===== src/verilog/host_domain_pkg.sv =====
package host_domain_pkg;

  // Bus widths
  localparam int unsigned ADDR_W = 32;
  localparam int unsigned DATA_W = 32;

  // L2 organisation, word interleaved across banks
  localparam int unsigned NB_L2_BANKS   = 4;
  localparam int unsigned L2_BANK_WORDS = 256;
  localparam int unsigned L2_BANK_SEL_W = $clog2(NB_L2_BANKS);
  localparam int unsigned L2_ROW_W      = $clog2(L2_BANK_WORDS);

  // Region select on address bits 31..28
  localparam int unsigned REGION_W           = 4;
  localparam logic [3:0]  REGION_L2_BASE     = 4'h1;
  localparam logic [3:0]  REGION_PERIPH_BASE = 4'h2;

  localparam logic [31:0] HOST_DOMAIN_ID = 32'h4057_D001;

  // Register word offsets, address bits 3..2
  typedef enum logic [1:0] {
    REG_CTRL      = 2'd0,
    REG_SCRATCH   = 2'd1,
    REG_EVT_COUNT = 2'd2,
    REG_ID        = 2'd3
  } periph_reg_e;

  typedef enum logic {
    XBAR_IDLE,
    XBAR_WAIT_RESP
  } xbar_state_e;

  typedef enum logic [1:0] {
    TGT_L2,
    TGT_PERIPH,
    TGT_NONE
  } host_target_e;

endpackage


===== src/verilog/host_bus_if.sv =====
interface host_bus_if import host_domain_pkg::*; ();

  // Request channel
  logic              req_valid;
  logic              req_ready;
  logic [ADDR_W-1:0] addr;
  logic              we;
  logic [DATA_W-1:0] wdata;

  // Response channel
  logic              resp_valid;
  logic              resp_ready;
  logic [DATA_W-1:0] rdata;
  logic              err;

  modport master (
    output req_valid, addr, we, wdata, resp_ready,
    input  req_ready, resp_valid, rdata, err
  );

  modport slave (
    input  req_valid, addr, we, wdata, resp_ready,
    output req_ready, resp_valid, rdata, err
  );

endinterface


===== src/verilog/periph_regs.sv =====
module periph_regs import host_domain_pkg::*; (
  input  logic      clk_i,
  input  logic      rst_n_i,
  input  logic      evt_pulse_i,
  output logic      cluster_fetch_en_o,
  output logic      cluster_en_sa_boot_o,
  host_bus_if.slave bus
);

  periph_reg_e       reg_off;
  logic              req_fire;
  logic              wr_fire;
  logic [1:0]        ctrl_q;
  logic [DATA_W-1:0] scratch_q;
  logic [DATA_W-1:0] evt_count_q;
  logic [DATA_W-1:0] rd_data;
  logic [DATA_W-1:0] rdata_q;
  logic              err_q;
  logic              resp_valid_q;

  // Only bits 3..2 pick the register, the rest aliases
  assign reg_off = periph_reg_e'(bus.addr[3:2]);

  assign bus.req_ready = !resp_valid_q;
  assign req_fire      = bus.req_valid && bus.req_ready;
  assign wr_fire       = req_fire && bus.we;

  always_comb begin
    case (reg_off)
      REG_CTRL:      rd_data = {{(DATA_W-2){1'b0}}, ctrl_q};
      REG_SCRATCH:   rd_data = scratch_q;
      REG_EVT_COUNT: rd_data = evt_count_q;
      default:       rd_data = HOST_DOMAIN_ID;
    endcase
  end

  always_ff @(posedge clk_i or negedge rst_n_i) begin
    if (!rst_n_i) begin
      ctrl_q       <= '0;
      evt_count_q  <= '0;
      resp_valid_q <= 1'b0;
    end else begin
      if (req_fire) resp_valid_q <= 1'b1;
      else if (bus.resp_ready) resp_valid_q <= 1'b0;

      if (wr_fire && reg_off == REG_CTRL) ctrl_q <= bus.wdata[1:0];

      // A clearing write wins over a same-cycle event
      if (wr_fire && reg_off == REG_EVT_COUNT) evt_count_q <= '0;
      else if (evt_pulse_i) evt_count_q <= evt_count_q + 1'b1;
    end
  end

  always_ff @(posedge clk_i) begin
    if (req_fire) begin
      rdata_q <= bus.we ? '0 : rd_data;
      err_q   <= bus.we && (reg_off == REG_ID);
    end
    if (wr_fire && reg_off == REG_SCRATCH) scratch_q <= bus.wdata;
  end

  assign bus.resp_valid = resp_valid_q;
  assign bus.rdata      = rdata_q;
  assign bus.err        = err_q;

  assign cluster_fetch_en_o   = ctrl_q[0];
  assign cluster_en_sa_boot_o = ctrl_q[1];

endmodule

===== src/flat_wrapper.sv =====
// flat-port wrapper written by rule: the top's interface ports become plain ports
module periph_regs_flat import host_domain_pkg::*;
  (clk_i, rst_n_i, evt_pulse_i, cluster_fetch_en_o, cluster_en_sa_boot_o, bus_req_valid, bus_addr, bus_we, bus_wdata, bus_resp_ready, bus_req_ready, bus_resp_valid, bus_rdata, bus_err);
  host_bus_if bus_i ();
  input  logic clk_i;
  input  logic rst_n_i;
  input  logic evt_pulse_i;
  output logic cluster_fetch_en_o;
  output logic cluster_en_sa_boot_o;
  input wire logic [$bits(bus_i.req_valid)-1:0] bus_req_valid;
  input wire logic [$bits(bus_i.addr)-1:0] bus_addr;
  input wire logic [$bits(bus_i.we)-1:0] bus_we;
  input wire logic [$bits(bus_i.wdata)-1:0] bus_wdata;
  input wire logic [$bits(bus_i.resp_ready)-1:0] bus_resp_ready;
  output wire logic [$bits(bus_i.req_ready)-1:0] bus_req_ready;
  output wire logic [$bits(bus_i.resp_valid)-1:0] bus_resp_valid;
  output wire logic [$bits(bus_i.rdata)-1:0] bus_rdata;
  output wire logic [$bits(bus_i.err)-1:0] bus_err;
  assign bus_i.req_valid = bus_req_valid;
  assign bus_i.addr = bus_addr;
  assign bus_i.we = bus_we;
  assign bus_i.wdata = bus_wdata;
  assign bus_i.resp_ready = bus_resp_ready;
  assign bus_req_ready = bus_i.req_ready;
  assign bus_resp_valid = bus_i.resp_valid;
  assign bus_rdata = bus_i.rdata;
  assign bus_err = bus_i.err;
  periph_regs u_core (.clk_i(clk_i), .rst_n_i(rst_n_i), .evt_pulse_i(evt_pulse_i), .cluster_fetch_en_o(cluster_fetch_en_o), .cluster_en_sa_boot_o(cluster_en_sa_boot_o), .bus(bus_i));
endmodule

===== config.mk =====
export PLATFORM = sky130hd
export DESIGN_NAME = periph_regs_flat
export DESIGN_NICKNAME = d
export VERILOG_FILES = /design/src/verilog/host_domain_pkg.sv /design/src/verilog/host_bus_if.sv /design/src/verilog/periph_regs.sv /design/src/flat_wrapper.sv
export SDC_FILE = /design/constraint.sdc
export NUM_CORES = 1
export LEC_CHECK = 0
export BUFFER_PORTS_ARGS = -buffer_cell sky130_fd_sc_hd__buf_2
export CORE_ASPECT_RATIO = 0.9
export CORE_MARGIN = 1.5
export CORE_UTILIZATION = 41
export CTS_CLUSTER_DIAMETER = 100
export DETAILED_ROUTE_END_ITERATION = 16
export GPL_TIMING_DRIVEN = 0
export PLACE_DENSITY_LB_ADDON = 0.3
export SLEW_MARGIN = 5
export SYNTH_ARGS = -nofsm -noshare
export SYNTH_HDL_FRONTEND = slang
export SYNTH_SLANG_ARGS = --single-unit

===== constraint.sdc =====
create_clock -name clk_i -period 5.6 [get_ports clk_i]
set_input_delay 0.56 -clock clk_i [delete_from_list [all_inputs] [get_ports clk_i]]
set_output_delay 0.56 -clock clk_i [all_outputs]
set_load 0.02 [all_outputs]

## Word-level counts from Yosys, hierarchy flattened

Index checks and enable logic that the tools add are counted.

- Register bits after elaboration: 100
- Input bits: 70
- Output and inout bits: 37
- Logic and storage cells: 25

- $add $sub $neg: 1
- Eq/ne operators: 3
- Multiplexer cells: 5
- Reductions and logical operators: 10

Operators with widths:

| operator | count |
|---|---|
| $pmux W32 S3 | 1 |
| $mux W32 | 2 |
| $add A32 B1 Y32 const B | 1 |
| $logic_and A1 B1 Y1 | 6 |
| $eq A2 B2 Y1 const B | 2 |
| $reduce_bool A2 Y1 | 2 |
| $eq A2 B1 Y1 const B | 1 |
| $logic_not A2 Y1 | 1 |
| $mux W1 | 2 |
| $logic_not A1 Y1 | 1 |

## Longest topological paths before layout

- Depth in word-level cells: 5
- Gate-level depth with buffers: 7
- Mapped depth without buffers: 5

## Worst setup path before layout

No wires, ideal clock.

- Path type: input to register
- Start point: input port bus_addr[2]
- End point: register u_core.scratch_q[0], enable pin
- Library setup time: 0.392 ns
- Arrival: 2.146 ns
- Data required time: 5.208 ns
- Setup slack: 3.062 ns
- Cell stages on the path: 4
- Cells stage by stage: clkbuf_1 -> nor2b_1 -> clkbuf_1 -> and2_1

- Longest elaborated chain between the ends: 2

Ends and longest elaborated chain:

| what | line | RTL |
|---|---|---|
| start: declaration | flat_wrapper.sv:11 | `input wire logic [$bits(bus_i.addr)-1:0] bus_addr;` |
| $eq A2 B1 Y1 | periph_regs.sv:59 | `if (wr_fire && reg_off == REG_SCRATCH) scratch_q <= bus.wdata;` |
| $logic_and A1 B1 Y1 | periph_regs.sv:59 |  |
| end signal: assignment | periph_regs.sv:59 |  |
| end: declaration | periph_regs.sv:14 | `logic [DATA_W-1:0] scratch_q;` |

Every way passes these cells.
A chain may end at the register's enable or synchronous reset.

## Final worst setup path

- Start point: register u_core.evt_count_q[0]
- End point: register u_core.evt_count_q[30]

- Longest elaborated chain between the ends: 3

Ends and longest elaborated chain:

| what | line | RTL |
|---|---|---|
| start: declaration | periph_regs.sv:15 | `logic [DATA_W-1:0] evt_count_q;` |
| start signal: assignment | periph_regs.sv:50 | `else if (evt_pulse_i) evt_count_q <= evt_count_q + 1'b1;` |
| $add A32 B1 Y32 | periph_regs.sv:50 |  |
| $mux W32 | periph_regs.sv:50 |  |
| $mux W32 | periph_regs.sv:49 | `if (wr_fire && reg_off == REG_EVT_COUNT) evt_count_q <= '0;` |

Every way passes these cells. The select of a mux whose other input is x is not followed.

==> flow_metrics.py <==
metrics = {
    "run_status": {
        "status": "finished clean",
    },
    "timing": {
        "worstMarginPinSlew_ns": 0.853,
        "fin_crit_sh": 0.431,
        "period_minus_slack_ns": 2.41,
        "drv_slew": 0,
        "whs_ns": 0.306,
        "setup_tns_ns": 0,
        "max_freq_mhz": 415,
        "finalClockSkew_ns": 0.00947,
        "worst_slack_ns": 3.19,
        "setup_viol": 0,
        "hold_violations": 0,
        "rsz0062_at_grt": "no",
        "slew_headroom": 0.431,
    },
    "clock_network": {
        "cts_tree": "yes",
        "cts-resized-gates": 0,
        "clockBufferDepth": 2,
        "cts.sinks": 100,
        "cts_hold_buffers": 0,
        "h-tree-depth": 3,
        "clkLatencyLatePin_ns": 0.34,
        "clk_pin_slew_ns": 0.07,
        "cts_setup_buffers": 0,
        "cts_buffers": 9,
        "cts_root_buf": "clkbuf_16",
    },
    "floorplanning": {
        "dieArea_um2": 11000,
        "die_h_um": 99.4,
        "num_rows": 35,
        "ios": 107,
        "die-width_um": 110,
        "initial_core_util": 0.417,
        "core_um2": 10200,
    },
    "logic_synthesis": {
        "ys_seq_area_frac": 0.667,
        "yosys_register_bits": 100,
        "avgSynthCellArea_um2": 12.2,
        "synthCells": 346,
        "netlist_area_um2": 4240,
        "ys_warn_count": 0,
        "syn_nets": 417,
        "ys_types": 34,
    },
    "critical_path": {
        "path_max_fanout": 10,
        "crit_path_end_kind": "flip-flop",
        "arrival_ns": 2.68,
        "crit_end": "u_core.evt_count_q[30]$_DFFE_PN0P_",
        "critPathKind": "reg2reg",
        "ff2ff_path_depth": 6,
        "critPathLaunchType": "flip-flop",
        "cp.required_ns": 5.86,
        "timing.rr.end": "u_core.evt_count_q[30]$_DFFE_PN0P_",
        "rrSetupSlack_ns": 3.19,
        "crit_path_start": "u_core.evt_count_q[0]$_DFFE_PN0P_",
        "rr_startpoint": "u_core.evt_count_q[0]$_DFFE_PN0P_",
    },
    "power": {
        "peakVddDrop_mv": 0.162,
        "p_leak_nw": 1.94,
        "powerDensity_nw_per_um2": 334,
    },
    "place": {
        "dp_hpwl_um": 6270,
        "dp_cells": 549,
        "port_buffers": 73,
        "place_ws_ns": 2.81,
        "gp_congestion": 0.843,
    },
    "detailed_routing": {
        "via_count": 3085,
        "routed_via_density": 5.46,
        "drt-total-wl_um": 9300,
        "drt_pass1_iterations": 4,
        "drt-initial-drc-count": 230,
        "wl_per_cell_um": 16.5,
        "ant_nets": 0,
        "drc": 0,
    },
    "grt": {
        "met1_usage": 0.259,
        "grtUsageMet2": 0.280,
        "grt_overflow": 0,
        "grt_max_degree": 36,
        "grt_usage": 0.183,
        "grt_pass1_wl_um": 15100,
        "antenna_found_initial": 0,
        "first_global_vias": 2998,
        "met3_usage": 0.0406,
        "grt_busiest_layer": "met2",
    },
    "final_layout": {
        "layout_commonest_cell": "buf_2",
        "final_cell_count_no_fill": 565,
        "n_antenna_cell": 0,
        "fill_cells": 918,
        "synthToLayoutAreaGrowth_pct": 20.4,
        "postLayoutCoreUtil": 0.502,
        "finalNetCount": 502,
        "final_cell_mix": "73 x buf_2, 65 x edfxtp_1, 36 x nor2_1, 35 x dfrtp_1, 30 x a21oi_1",
        "drive_gt1_frac": 0.236,
    },
    "worst_hold_path": {
        "hold_class": "in2async",
    },
    "job": {
        "maxCapViolations": 0,
    },
}
==> sequential cells by signal (all words and copies together) (netlist names) <==
name	count
u_core.bus.rdata	32
u_core.evt_count_q	32
u_core.scratch_q	32
u_core.ctrl_q	2
u_core.bus.err	1
u_core.bus.resp_valid	1
==> Yosys cell counts <==
cell       n  share of area
nand3_1    6         0.0071
nor4_1     4         0.0059
mux2_2     3         0.0080
nand2_1   23          0.020
xnor2_1    7          0.014
clkbuf_1  19          0.017
dfrtp_1   35           0.21
buf_4      1         0.0018
or2_2      1         0.0015
nand3_2    1         0.0024
a21oi_1   30          0.035
nand4_1   11          0.016
mux2i_1    2         0.0047
o31ai_1   12          0.021
nor2_1    36          0.032
a22oi_1   21          0.037
buf_6      1         0.0027
and3_1     4         0.0059
inv_1      5         0.0044
and3b_1    1         0.0021
a211oi_1   2         0.0035
edfxtp_1  65           0.46
ha_1       1         0.0030
xor2_1     4         0.0083
and4_1     2         0.0041
nor2b_1    6         0.0089
or4_1     13          0.023
nor3_1     2         0.0024
or3_1      4         0.0059
and2_1     2         0.0030
o21bai_1   1         0.0018
or4_4      1         0.0027
or3_2      4         0.0071
o21ai_0   16          0.019
==> metal layers <==
| layer | up-vias | wire length (um) |
|---|---|---|
| met1 | 1499 | 4300 |
| li1 | 1479 | - |
| met3 | 6 | 495 |
| met5 | - | 0 |
| met2 | 101 | 4420 |
| met4 | 0 | 98 |
==> logic make-up after synthesis <==
| group | after synthesis | synth area share |
|---|---|---|
| muxes | 5 | 0.0127 |
| AOI/OAI and AO/OA | 82 | 0.118 |
| DFF | 100 | 0.667 |
| and+or+nand+nor | 121 | 0.150 |
| adders and majority gates | 1 | 0.00295 |
| buffers and inverters | 26 | 0.0257 |
| xor gates and xnor gates | 11 | 0.0227 |
==> cell type report <==
cell class / instances / area (um^2) / area share
repair buffers: 74 / 393 / 0.0770
plain buffers: 21 / 90.1 / 0.0177
clock inverters: 6 / 71.3 / 0.0140
well taps: 129 / 161 / 0.0316
clock buffers: 10 / 229 / 0.0449
inverters: 5 / 18.8 / 0.00368
multi-input cells: 220 / 1310 / 0.257
flip-flops and latches: 100 / 2830 / 0.554
==> critical path: stages (launching register included) <==
cell     delay [ns]
dfrtp_1        0.45
ha_1           0.27
nand3_1        0.18
or4_4          0.61
buf_6          0.17
or4_1          0.50
a21oi_1        0.15
==> report_power, final <==
group / total [W] / internal, W / leakage, nW / switching [W]
clock: 0.000626 / 0.000351 / 0.140 / 0.000275
combinational: 0.000188 / 0.0000709 / 0.714 / 0.000117
sequential: 0.000889 / 0.000843 / 1.08 / 0.0000469
total: 0.00170 / 0.00126 / 1.94 / 0.000439
==> worst min-delay path by stage <==
stage          slack (ns)  cells after the start                                 end
6_report             0.31                      1  u_core.evt_count_q[29]$_DFFE_PN0P_
5_1_grt              0.37                      1      u_core.scratch_q[24]$_DFFE_PP_
4_1_cts              0.34                      1  u_core.evt_count_q[29]$_DFFE_PN0P_
3_5_place_dp         0.52                      1        u_core.ctrl_q[0]$_DFFE_PN0P_
3_3_place_gp         0.51                      1        u_core.ctrl_q[0]$_DFFE_PN0P_
2_1_floorplan        0.26                      0   u_core.bus.resp_valid$_DFFE_PN0P_
==> through the flow <==
step,total power (W),cell area (um^2)
after floorplan,0.00101,4240
after global placement,0.00108,4760
after detailed placement,0.00109,4800
after CTS,0.00172,5100
after global routing,0.00177,5100
final,0.00170,5100
(Power assumes the default switching activity.)
