[src/verilog/host_domain_pkg.sv]
package host_domain_pkg;

  // Bus widths
  localparam int unsigned ADDR_W = 32;
  localparam int unsigned DATA_W = 32;

  // L2 organisation, word interleaved across banks
  localparam int unsigned NB_L2_BANKS   = 4;
  localparam int unsigned L2_BANK_WORDS = 256;
  localparam int unsigned L2_BANK_SEL_W = $clog2(NB_L2_BANKS);
  localparam int unsigned L2_ROW_W      = $clog2(L2_BANK_WORDS);

  // Region select on address bits 31..28
  localparam int unsigned REGION_W           = 4;
  localparam logic [3:0]  REGION_L2_BASE     = 4'h1;
  localparam logic [3:0]  REGION_PERIPH_BASE = 4'h2;

  localparam logic [31:0] HOST_DOMAIN_ID = 32'h4057_D001;

  // Register word offsets, address bits 3..2
  typedef enum logic [1:0] {
    REG_CTRL      = 2'd0,
    REG_SCRATCH   = 2'd1,
    REG_EVT_COUNT = 2'd2,
    REG_ID        = 2'd3
  } periph_reg_e;

  typedef enum logic {
    XBAR_IDLE,
    XBAR_WAIT_RESP
  } xbar_state_e;

  typedef enum logic [1:0] {
    TGT_L2,
    TGT_PERIPH,
    TGT_NONE
  } host_target_e;

endpackage

[src/verilog/host_bus_if.sv]
interface host_bus_if import host_domain_pkg::*; ();

  // Request channel
  logic              req_valid;
  logic              req_ready;
  logic [ADDR_W-1:0] addr;
  logic              we;
  logic [DATA_W-1:0] wdata;

  // Response channel
  logic              resp_valid;
  logic              resp_ready;
  logic [DATA_W-1:0] rdata;
  logic              err;

  modport master (
    output req_valid, addr, we, wdata, resp_ready,
    input  req_ready, resp_valid, rdata, err
  );

  modport slave (
    input  req_valid, addr, we, wdata, resp_ready,
    output req_ready, resp_valid, rdata, err
  );

endinterface

[src/verilog/host_xbar.sv]
module host_xbar import host_domain_pkg::*; (
  input  logic              clk_i,
  input  logic              rst_n_i,
  input  logic              host_req_valid_i,
  output logic              host_req_ready_o,
  input  logic [ADDR_W-1:0] host_addr_i,
  input  logic              host_we_i,
  input  logic [DATA_W-1:0] host_wdata_i,
  output logic              host_resp_valid_o,
  input  logic              host_resp_ready_i,
  output logic [DATA_W-1:0] host_rdata_o,
  output logic              host_err_o,
  host_bus_if.master        l2_bus,
  host_bus_if.master        periph_bus
);

  xbar_state_e  state_q, state_d;
  host_target_e tgt_dec, tgt_q;
  logic         idle;
  logic         slave_ready;
  logic         req_fire;
  logic         resp_fire;

  // Region decode on the top address nibble
  always_comb begin
    case (host_addr_i[ADDR_W-1 -: REGION_W])
      REGION_L2_BASE:     tgt_dec = TGT_L2;
      REGION_PERIPH_BASE: tgt_dec = TGT_PERIPH;
      default:            tgt_dec = TGT_NONE;
    endcase
  end

  assign idle = (state_q == XBAR_IDLE);

  // Payload goes to both targets, only valid is steered
  assign l2_bus.addr      = host_addr_i;
  assign l2_bus.we        = host_we_i;
  assign l2_bus.wdata     = host_wdata_i;
  assign l2_bus.req_valid = idle && host_req_valid_i && (tgt_dec == TGT_L2);

  assign periph_bus.addr      = host_addr_i;
  assign periph_bus.we        = host_we_i;
  assign periph_bus.wdata     = host_wdata_i;
  assign periph_bus.req_valid = idle && host_req_valid_i && (tgt_dec == TGT_PERIPH);

  always_comb begin
    case (tgt_dec)
      TGT_L2:     slave_ready = l2_bus.req_ready;
      TGT_PERIPH: slave_ready = periph_bus.req_ready;
      // Unmapped requests are taken at once
      default:    slave_ready = 1'b1;
    endcase
  end

  assign host_req_ready_o = idle && slave_ready;
  assign req_fire         = host_req_valid_i && host_req_ready_o;

  // Response mux on the latched target
  always_comb begin
    case (tgt_q)
      TGT_L2: begin
        host_resp_valid_o = !idle && l2_bus.resp_valid;
        host_rdata_o      = l2_bus.rdata;
        host_err_o        = l2_bus.err;
      end
      TGT_PERIPH: begin
        host_resp_valid_o = !idle && periph_bus.resp_valid;
        host_rdata_o      = periph_bus.rdata;
        host_err_o        = periph_bus.err;
      end
      default: begin
        host_resp_valid_o = !idle;
        host_rdata_o      = '0;
        host_err_o        = 1'b1;
      end
    endcase
  end

  assign l2_bus.resp_ready     = !idle && (tgt_q == TGT_L2) && host_resp_ready_i;
  assign periph_bus.resp_ready = !idle && (tgt_q == TGT_PERIPH) && host_resp_ready_i;
  assign resp_fire             = host_resp_valid_o && host_resp_ready_i;

  always_comb begin
    state_d = state_q;
    case (state_q)
      XBAR_IDLE:      if (req_fire) state_d = XBAR_WAIT_RESP;
      XBAR_WAIT_RESP: if (resp_fire) state_d = XBAR_IDLE;
      default:        state_d = XBAR_IDLE;
    endcase
  end

  always_ff @(posedge clk_i or negedge rst_n_i) begin
    if (!rst_n_i) begin
      state_q <= XBAR_IDLE;
      tgt_q   <= TGT_NONE;
    end else begin
      state_q <= state_d;
      if (req_fire) tgt_q <= tgt_dec;
    end
  end

endmodule

[src/flat_wrapper.sv]
// flat-port wrapper written by rule: the top's interface ports become plain ports
module host_xbar_flat import host_domain_pkg::*;
  (clk_i, rst_n_i, host_req_valid_i, host_req_ready_o, host_addr_i, host_we_i, host_wdata_i, host_resp_valid_o, host_resp_ready_i, host_rdata_o, host_err_o, l2_bus_req_valid, l2_bus_addr, l2_bus_we, l2_bus_wdata, l2_bus_resp_ready, l2_bus_req_ready, l2_bus_resp_valid, l2_bus_rdata, l2_bus_err, periph_bus_req_valid, periph_bus_addr, periph_bus_we, periph_bus_wdata, periph_bus_resp_ready, periph_bus_req_ready, periph_bus_resp_valid, periph_bus_rdata, periph_bus_err);
  host_bus_if l2_bus_i ();
  host_bus_if periph_bus_i ();
  input  logic clk_i;
  input  logic rst_n_i;
  input  logic host_req_valid_i;
  output logic host_req_ready_o;
  input  logic [ADDR_W-1:0] host_addr_i;
  input  logic host_we_i;
  input  logic [DATA_W-1:0] host_wdata_i;
  output logic host_resp_valid_o;
  input  logic host_resp_ready_i;
  output logic [DATA_W-1:0] host_rdata_o;
  output logic host_err_o;
  output wire logic [$bits(l2_bus_i.req_valid)-1:0] l2_bus_req_valid;
  output wire logic [$bits(l2_bus_i.addr)-1:0] l2_bus_addr;
  output wire logic [$bits(l2_bus_i.we)-1:0] l2_bus_we;
  output wire logic [$bits(l2_bus_i.wdata)-1:0] l2_bus_wdata;
  output wire logic [$bits(l2_bus_i.resp_ready)-1:0] l2_bus_resp_ready;
  input wire logic [$bits(l2_bus_i.req_ready)-1:0] l2_bus_req_ready;
  input wire logic [$bits(l2_bus_i.resp_valid)-1:0] l2_bus_resp_valid;
  input wire logic [$bits(l2_bus_i.rdata)-1:0] l2_bus_rdata;
  input wire logic [$bits(l2_bus_i.err)-1:0] l2_bus_err;
  output wire logic [$bits(periph_bus_i.req_valid)-1:0] periph_bus_req_valid;
  output wire logic [$bits(periph_bus_i.addr)-1:0] periph_bus_addr;
  output wire logic [$bits(periph_bus_i.we)-1:0] periph_bus_we;
  output wire logic [$bits(periph_bus_i.wdata)-1:0] periph_bus_wdata;
  output wire logic [$bits(periph_bus_i.resp_ready)-1:0] periph_bus_resp_ready;
  input wire logic [$bits(periph_bus_i.req_ready)-1:0] periph_bus_req_ready;
  input wire logic [$bits(periph_bus_i.resp_valid)-1:0] periph_bus_resp_valid;
  input wire logic [$bits(periph_bus_i.rdata)-1:0] periph_bus_rdata;
  input wire logic [$bits(periph_bus_i.err)-1:0] periph_bus_err;
  assign l2_bus_req_valid = l2_bus_i.req_valid;
  assign l2_bus_addr = l2_bus_i.addr;
  assign l2_bus_we = l2_bus_i.we;
  assign l2_bus_wdata = l2_bus_i.wdata;
  assign l2_bus_resp_ready = l2_bus_i.resp_ready;
  assign l2_bus_i.req_ready = l2_bus_req_ready;
  assign l2_bus_i.resp_valid = l2_bus_resp_valid;
  assign l2_bus_i.rdata = l2_bus_rdata;
  assign l2_bus_i.err = l2_bus_err;
  assign periph_bus_req_valid = periph_bus_i.req_valid;
  assign periph_bus_addr = periph_bus_i.addr;
  assign periph_bus_we = periph_bus_i.we;
  assign periph_bus_wdata = periph_bus_i.wdata;
  assign periph_bus_resp_ready = periph_bus_i.resp_ready;
  assign periph_bus_i.req_ready = periph_bus_req_ready;
  assign periph_bus_i.resp_valid = periph_bus_resp_valid;
  assign periph_bus_i.rdata = periph_bus_rdata;
  assign periph_bus_i.err = periph_bus_err;
  host_xbar u_core (.clk_i(clk_i), .rst_n_i(rst_n_i), .host_req_valid_i(host_req_valid_i), .host_req_ready_o(host_req_ready_o), .host_addr_i(host_addr_i), .host_we_i(host_we_i), .host_wdata_i(host_wdata_i), .host_resp_valid_o(host_resp_valid_o), .host_resp_ready_i(host_resp_ready_i), .host_rdata_o(host_rdata_o), .host_err_o(host_err_o), .l2_bus(l2_bus_i), .periph_bus(periph_bus_i));
endmodule
[config.mk]
export PLATFORM = sky130hd
export DESIGN_NAME = host_xbar_flat
export DESIGN_NICKNAME = d
export VERILOG_FILES = /design/src/verilog/host_domain_pkg.sv /design/src/verilog/host_bus_if.sv /design/src/verilog/host_xbar.sv /design/src/flat_wrapper.sv
export SDC_FILE = /design/constraint.sdc
export NUM_CORES = 1
export LEC_CHECK = 0
export BUFFER_PORTS_ARGS = -buffer_cell sky130_fd_sc_hd__buf_2
export CAP_MARGIN = 5
export CORE_AREA = 8 8 112 114
export CTS_CLUSTER_SIZE = 16
export DETAILED_ROUTE_END_ITERATION = 8
export DIE_AREA = 0 0 120 122
export PLACE_DENSITY_LB_ADDON = 0.15
export SYNTH_ARGS = -nofsm -noshare
export SYNTH_HDL_FRONTEND = slang
export SYNTH_SLANG_ARGS = --single-unit
[constraint.sdc]
create_clock -name clk_i -period 2.3 [get_ports clk_i]
set_input_delay 0.69 -clock clk_i [delete_from_list [all_inputs] [get_ports clk_i]]
set_output_delay 0.69 -clock clk_i [all_outputs]
set_load 0.1 [all_outputs]
Yosys cells after proc, flatten, opt, wreduce, memory -nomap -nowiden. Index checks and enable logic that the tools add are counted. W data, S select, Z words.

Bits in read-only memories: 0. Bits in latches: 0. Memories kept: 0. Logic and storage cells: 29. Output and inout bits: 169. Bits in registers: 3. Bits in writable memories: 0.

Eq/ne operators: 4. $mul: 0. Bitwise operators: 1. $add $sub $neg: 0. Div/mod/pow operators: 0. Multiplexer cells: 8. $lt $le $gt $ge: 0. Shifts and indexed selects: 0. Reductions and logical operators: 14.

Operators with widths (number): $pmux W32 S2 (1); $logic_and A1 B1 Y1 (12); $pmux W1 S2 (4); $eq A2 B1 Y1 const B (2); $eq A4 B1 Y1 const B (1); $eq A4 B2 Y1 const B (1); $logic_not A2 Y1 (2); $pmux W2 S2 (1); $mux W1 (2); $not A1 Y1 (1).

Depth between registers and ports, before layout.
Depth in word-level cells: 8. Mapped depth: 4. Mapped depth without buffers: 3.

Worst setup path before layout. OpenSTA, ideal clock, no wires.

Kind: input to output. Start: input port host_addr_i[31]. End: output port l2_bus_req_valid. Required time: 1610 ps. Stages on the path: 2. Path slack: -1851 ps. Arrival time: 3461 ps. Buffers on the path: 0. Cell sequence: or4b_4 nor3b_1.

Cells in the longest elaborated chain, start to end: 4. Elaborated cells on any way between the ends: 5.

Ends and longest elaborated chain: start: declaration (line flat_wrapper.sv:10) `input logic [ADDR_W-1:0] host_addr_i;`; $eq A4 B2 Y1 / $eq A4 B1 Y1 (equally long branches) (line host_xbar.sv:26) `case (host_addr_i[ADDR_W-1 -: REGION_W])`; $pmux W2 S2 * (line host_xbar.sv:26); $logic_not A2 Y1 * (line host_xbar.sv:39) `assign l2_bus.req_valid = idle && host_req_valid_i && (tgt_dec == TGT_L2);`; $logic_and A1 B1 Y1 * (line host_xbar.sv:39); end: declaration (line flat_wrapper.sv:17) `output wire logic [$bits(l2_bus_i.req_valid)-1:0] l2_bus_req_valid;`.

Every way passes the cells marked *; elsewhere a longest branch is shown, timed or not.

Worst setup path after layout. Same ends and word-level chain as after synthesis.

==> run summary <==
PnR Total Power = 1.44 mW
CTS Buf Count = 3
Antenna violations before repair = 0
Register cell area after layout = 81.3 um2
Cell at the root of the clock tree = sky130_fd_sc_hd__clkbuf_8
Cell area after synthesis = 0.00173 mm2
Worst setup skew after layout = 3.67 ps
Synth cell count leaders = sky130_fd_sc_hd__buf_4 (133), sky130_fd_sc_hd__nor2_1 (34), sky130_fd_sc_hd__mux2i_1 (33), sky130_fd_sc_hd__nor3b_1 (4), sky130_fd_sc_hd__clkbuf_1 (3)
Fraction of layout cells with a size suffix above 1 = 78.9%
Time the worst path needs with I/O delays and setup = 2460 ps
Worst reg2reg path startpoint = u_core.tgt_q[1]$_DFFE_PN1P_
Post-synth net total = 371
Area of the core = 0.0107 mm2
Layout area overhead = 57.8%
Area of all placed cells without fillers = 0.00273 mm2
Avg Inst Size Synth = 7.47 um2
Filler instances = 1154
Number of instances in the synthesized netlist = 232
Vertical die dimension = 122 um
Routed WL = 5550 um
Top post-synthesis cells by area = sky130_fd_sc_hd__buf_4 (58%), sky130_fd_sc_hd__mux2i_1 (19%), sky130_fd_sc_hd__nor2_1 (7.4%)
Count of placed standard cells in the final layout, fillers left out = 377
Max stage delay cell, worst path = sky130_fd_sc_hd__or4b_4
Sequential fraction of the synthesis area = 4.40%
Peak supply drop = 0.163 mV
Ordered list of cells on the worst path = buf_6, or4b_4, nor3b_4, buf_12
Async set or reset register ratio after synthesis = 100%
Number of levels in the clock H-tree = 1
Number of instances in the placed design = 371
Worst-Margin Slew = 297 ps
Critical-path maximum fanout = 2
Global-route congestion overflow total = 0
Final Net Count = 377
Clock transition at path regs = 30 ps
Biggest cell delay along the critical path = 560 ps
Worst-case reg-to-reg path depth = 3
Number of port buffers = 124
Die outline area = 0.0146 mm2
Launching element type of the critical path = input pin
Max cap viols = 0
Placed wire-length estimate after detailed placement = 4870 um
Most used flip-flop cell after synthesis = sky130_fd_sc_hd__dfrtp_1
Period utilisation layout = 107%
Worst skew pair latency = 210 ps
Result of the run = complete, but fails checks
Average detailed-routed wire length per instance = 14.7 um
Total number of vias = 1328
Largest net degree at the start of global routing = 23
Clk sinks = 3
Number of distinct standard cells referenced by the synthesized netlist = 26
Count of pins over their slew limit = 0
Area of the multi-input gates = 936 um2
Initial DRC Count = 12
Die width = 120 um
Type of the worst setup path = input pin to output pin
Post-DRT Antenna Nets = 0
Global-route wire length before repair = 8420 um
Post-detailed-route DRC marker count = 0
Leak pwr = 1.08 nW
Synth warnings = 0
Maximum clock path buffer count = 2
CTS tree = built
Drt via density = 3.52
I/O pins = 308
Worst slack at placement = -183 ps
Initial Utilization = 16.2%
Global-route usage over all layers = 7.08%
Failing checks = setup timing
Critical path endpoint category = output pin
Data required time at the worst endpoint = 1610 ps
Arrival time at the worst endpoint = 1770 ps
Post-synth top area share = 57.6%
Number of flops mapped to enable cells by yosys = 0
DRT Pass-1 Iters = 3
Most frequent cell after synthesis = sky130_fd_sc_hd__buf_4
Num rows = 38
Placed instance area = 0.00264 mm2
Final Wtd Congestion = 0.647
Register-to-Register Setup Slack = 950 ps
Flip-flop and latch count after synthesis = 3
Rel. slew slack = 79.7%
Antenna diode count = 0
Hold/Removal Path Class = input pin to async pin
Most area-hungry cell type in the Yosys netlist = sky130_fd_sc_hd__buf_4
Achievable Freq = 406 MHz
R2r endpoint = u_core.tgt_q[1]$_DFFE_PN1P_
Setup repair after global routing missed its margin = true
Via count of the first global-routing pass = 1531
Hold Violations, Final = 0
Final WS setup = -164 ps
Share of the core filled with cells in the final layout = 25.6%
Final-report setup violation count = 1
Areal power density over the cells = 527 mW/mm2
# hold bufs at CTS = 0
-- registers in the layout, indices dropped and copies added, names as in the netlist --
register        cells
u_core.tgt_q        2
u_core.state_q      1
-- report_power, final --
group / internal [mW] / total (mW) / switching [mW]
sequential: 0.0654 / 0.0892 / 0.0238
clock: 0.118 / 0.150 / 0.0323
combinational: 0.443 / 1.20 / 0.758
-- worst max-delay path: cells and delay by family --
kind | cells | cell delay [ps]
buffers and inverters | 2 | 290
and+or+nand+nor | 2 | 790
-- routing by layer --
| metal | track usage, % | wire (um) | vias to the layer above |
|---|---|---|---|
| met3 | 3.05 | 561 | 37 |
| met1 | 6.52 | 1730 | 581 |
| met2 | 13.1 | 3000 | 80 |
| met4 | 3.83 | 260 | 0 |
| met5 | 0 | 0 | - |
| li1 | - | - | 630 |
-- repair_timing --
action / 4_1_cts / 5_1_grt
endpoints found under the setup margin: 2 / 3
resized for setup: 4 / 3
pin swaps: 0 / 2
buffers inserted: 0 / 2
endpoints found under the hold margin: 0 / 0
-- kinds of logic (layout without fill, tap and decap cells) --
kind of cell	Yosys count	in the layout	synth area share, %
AOI/OAI and AO/OA	7	7	3.10
buffers and inverters	139	144	59.0
muxes	34	34	19.7
DFF	3	3	4.40
and+or+nand+nor	48	48	13.3
xor gates and xnor gates	1	1	0.506
-- placed cells by master (no fill, tap or decap), drive strengths merged, types with 2 or more instances in the layout --
cell type,count
buf,139
o21a,2
nor3b,4
mux2i,33
and2,2
dfrtp,2
nor2,34
clkbuf,4
nand2,2
-- stage by stage --
| step | setup TNS [ps] | hold WS (ps) |
|---|---|---|
| after floorplan | -975 | 394 |
| after global placement | -288 | 491 |
| after detailed placement | -277 | 488 |
| after CTS | -166 | 260 |
| after global routing | -216 | 258 |
| final | -164 | 263 |
-- how the worst max path moves through the flow --
stage | startpoint | endpoint | slack [ps]
after global placement | host_addr_i[31] | l2_bus_req_valid | -180
final | host_addr_i[31] | l2_bus_req_valid | -160
after detailed placement | host_addr_i[31] | l2_bus_req_valid | -180
after global routing | host_addr_i[31] | l2_bus_req_valid | -180
after CTS | host_addr_i[31] | l2_bus_req_valid | -170
after floorplan | host_addr_i[31] | l2_bus_req_valid | -480
-- final cells by class --
| cell class | instances | area share [%] |
|---|---|---|
| clock buffers | 4 | 1.65 |
| inverters | 1 | 0.137 |
| multi-input cells | 90 | 34.2 |
| flip-flops and latches | 3 | 2.97 |
| well taps | 140 | 6.41 |
| repair buffers | 139 | 54.6 |
Power figures use the tool's default switching activity.
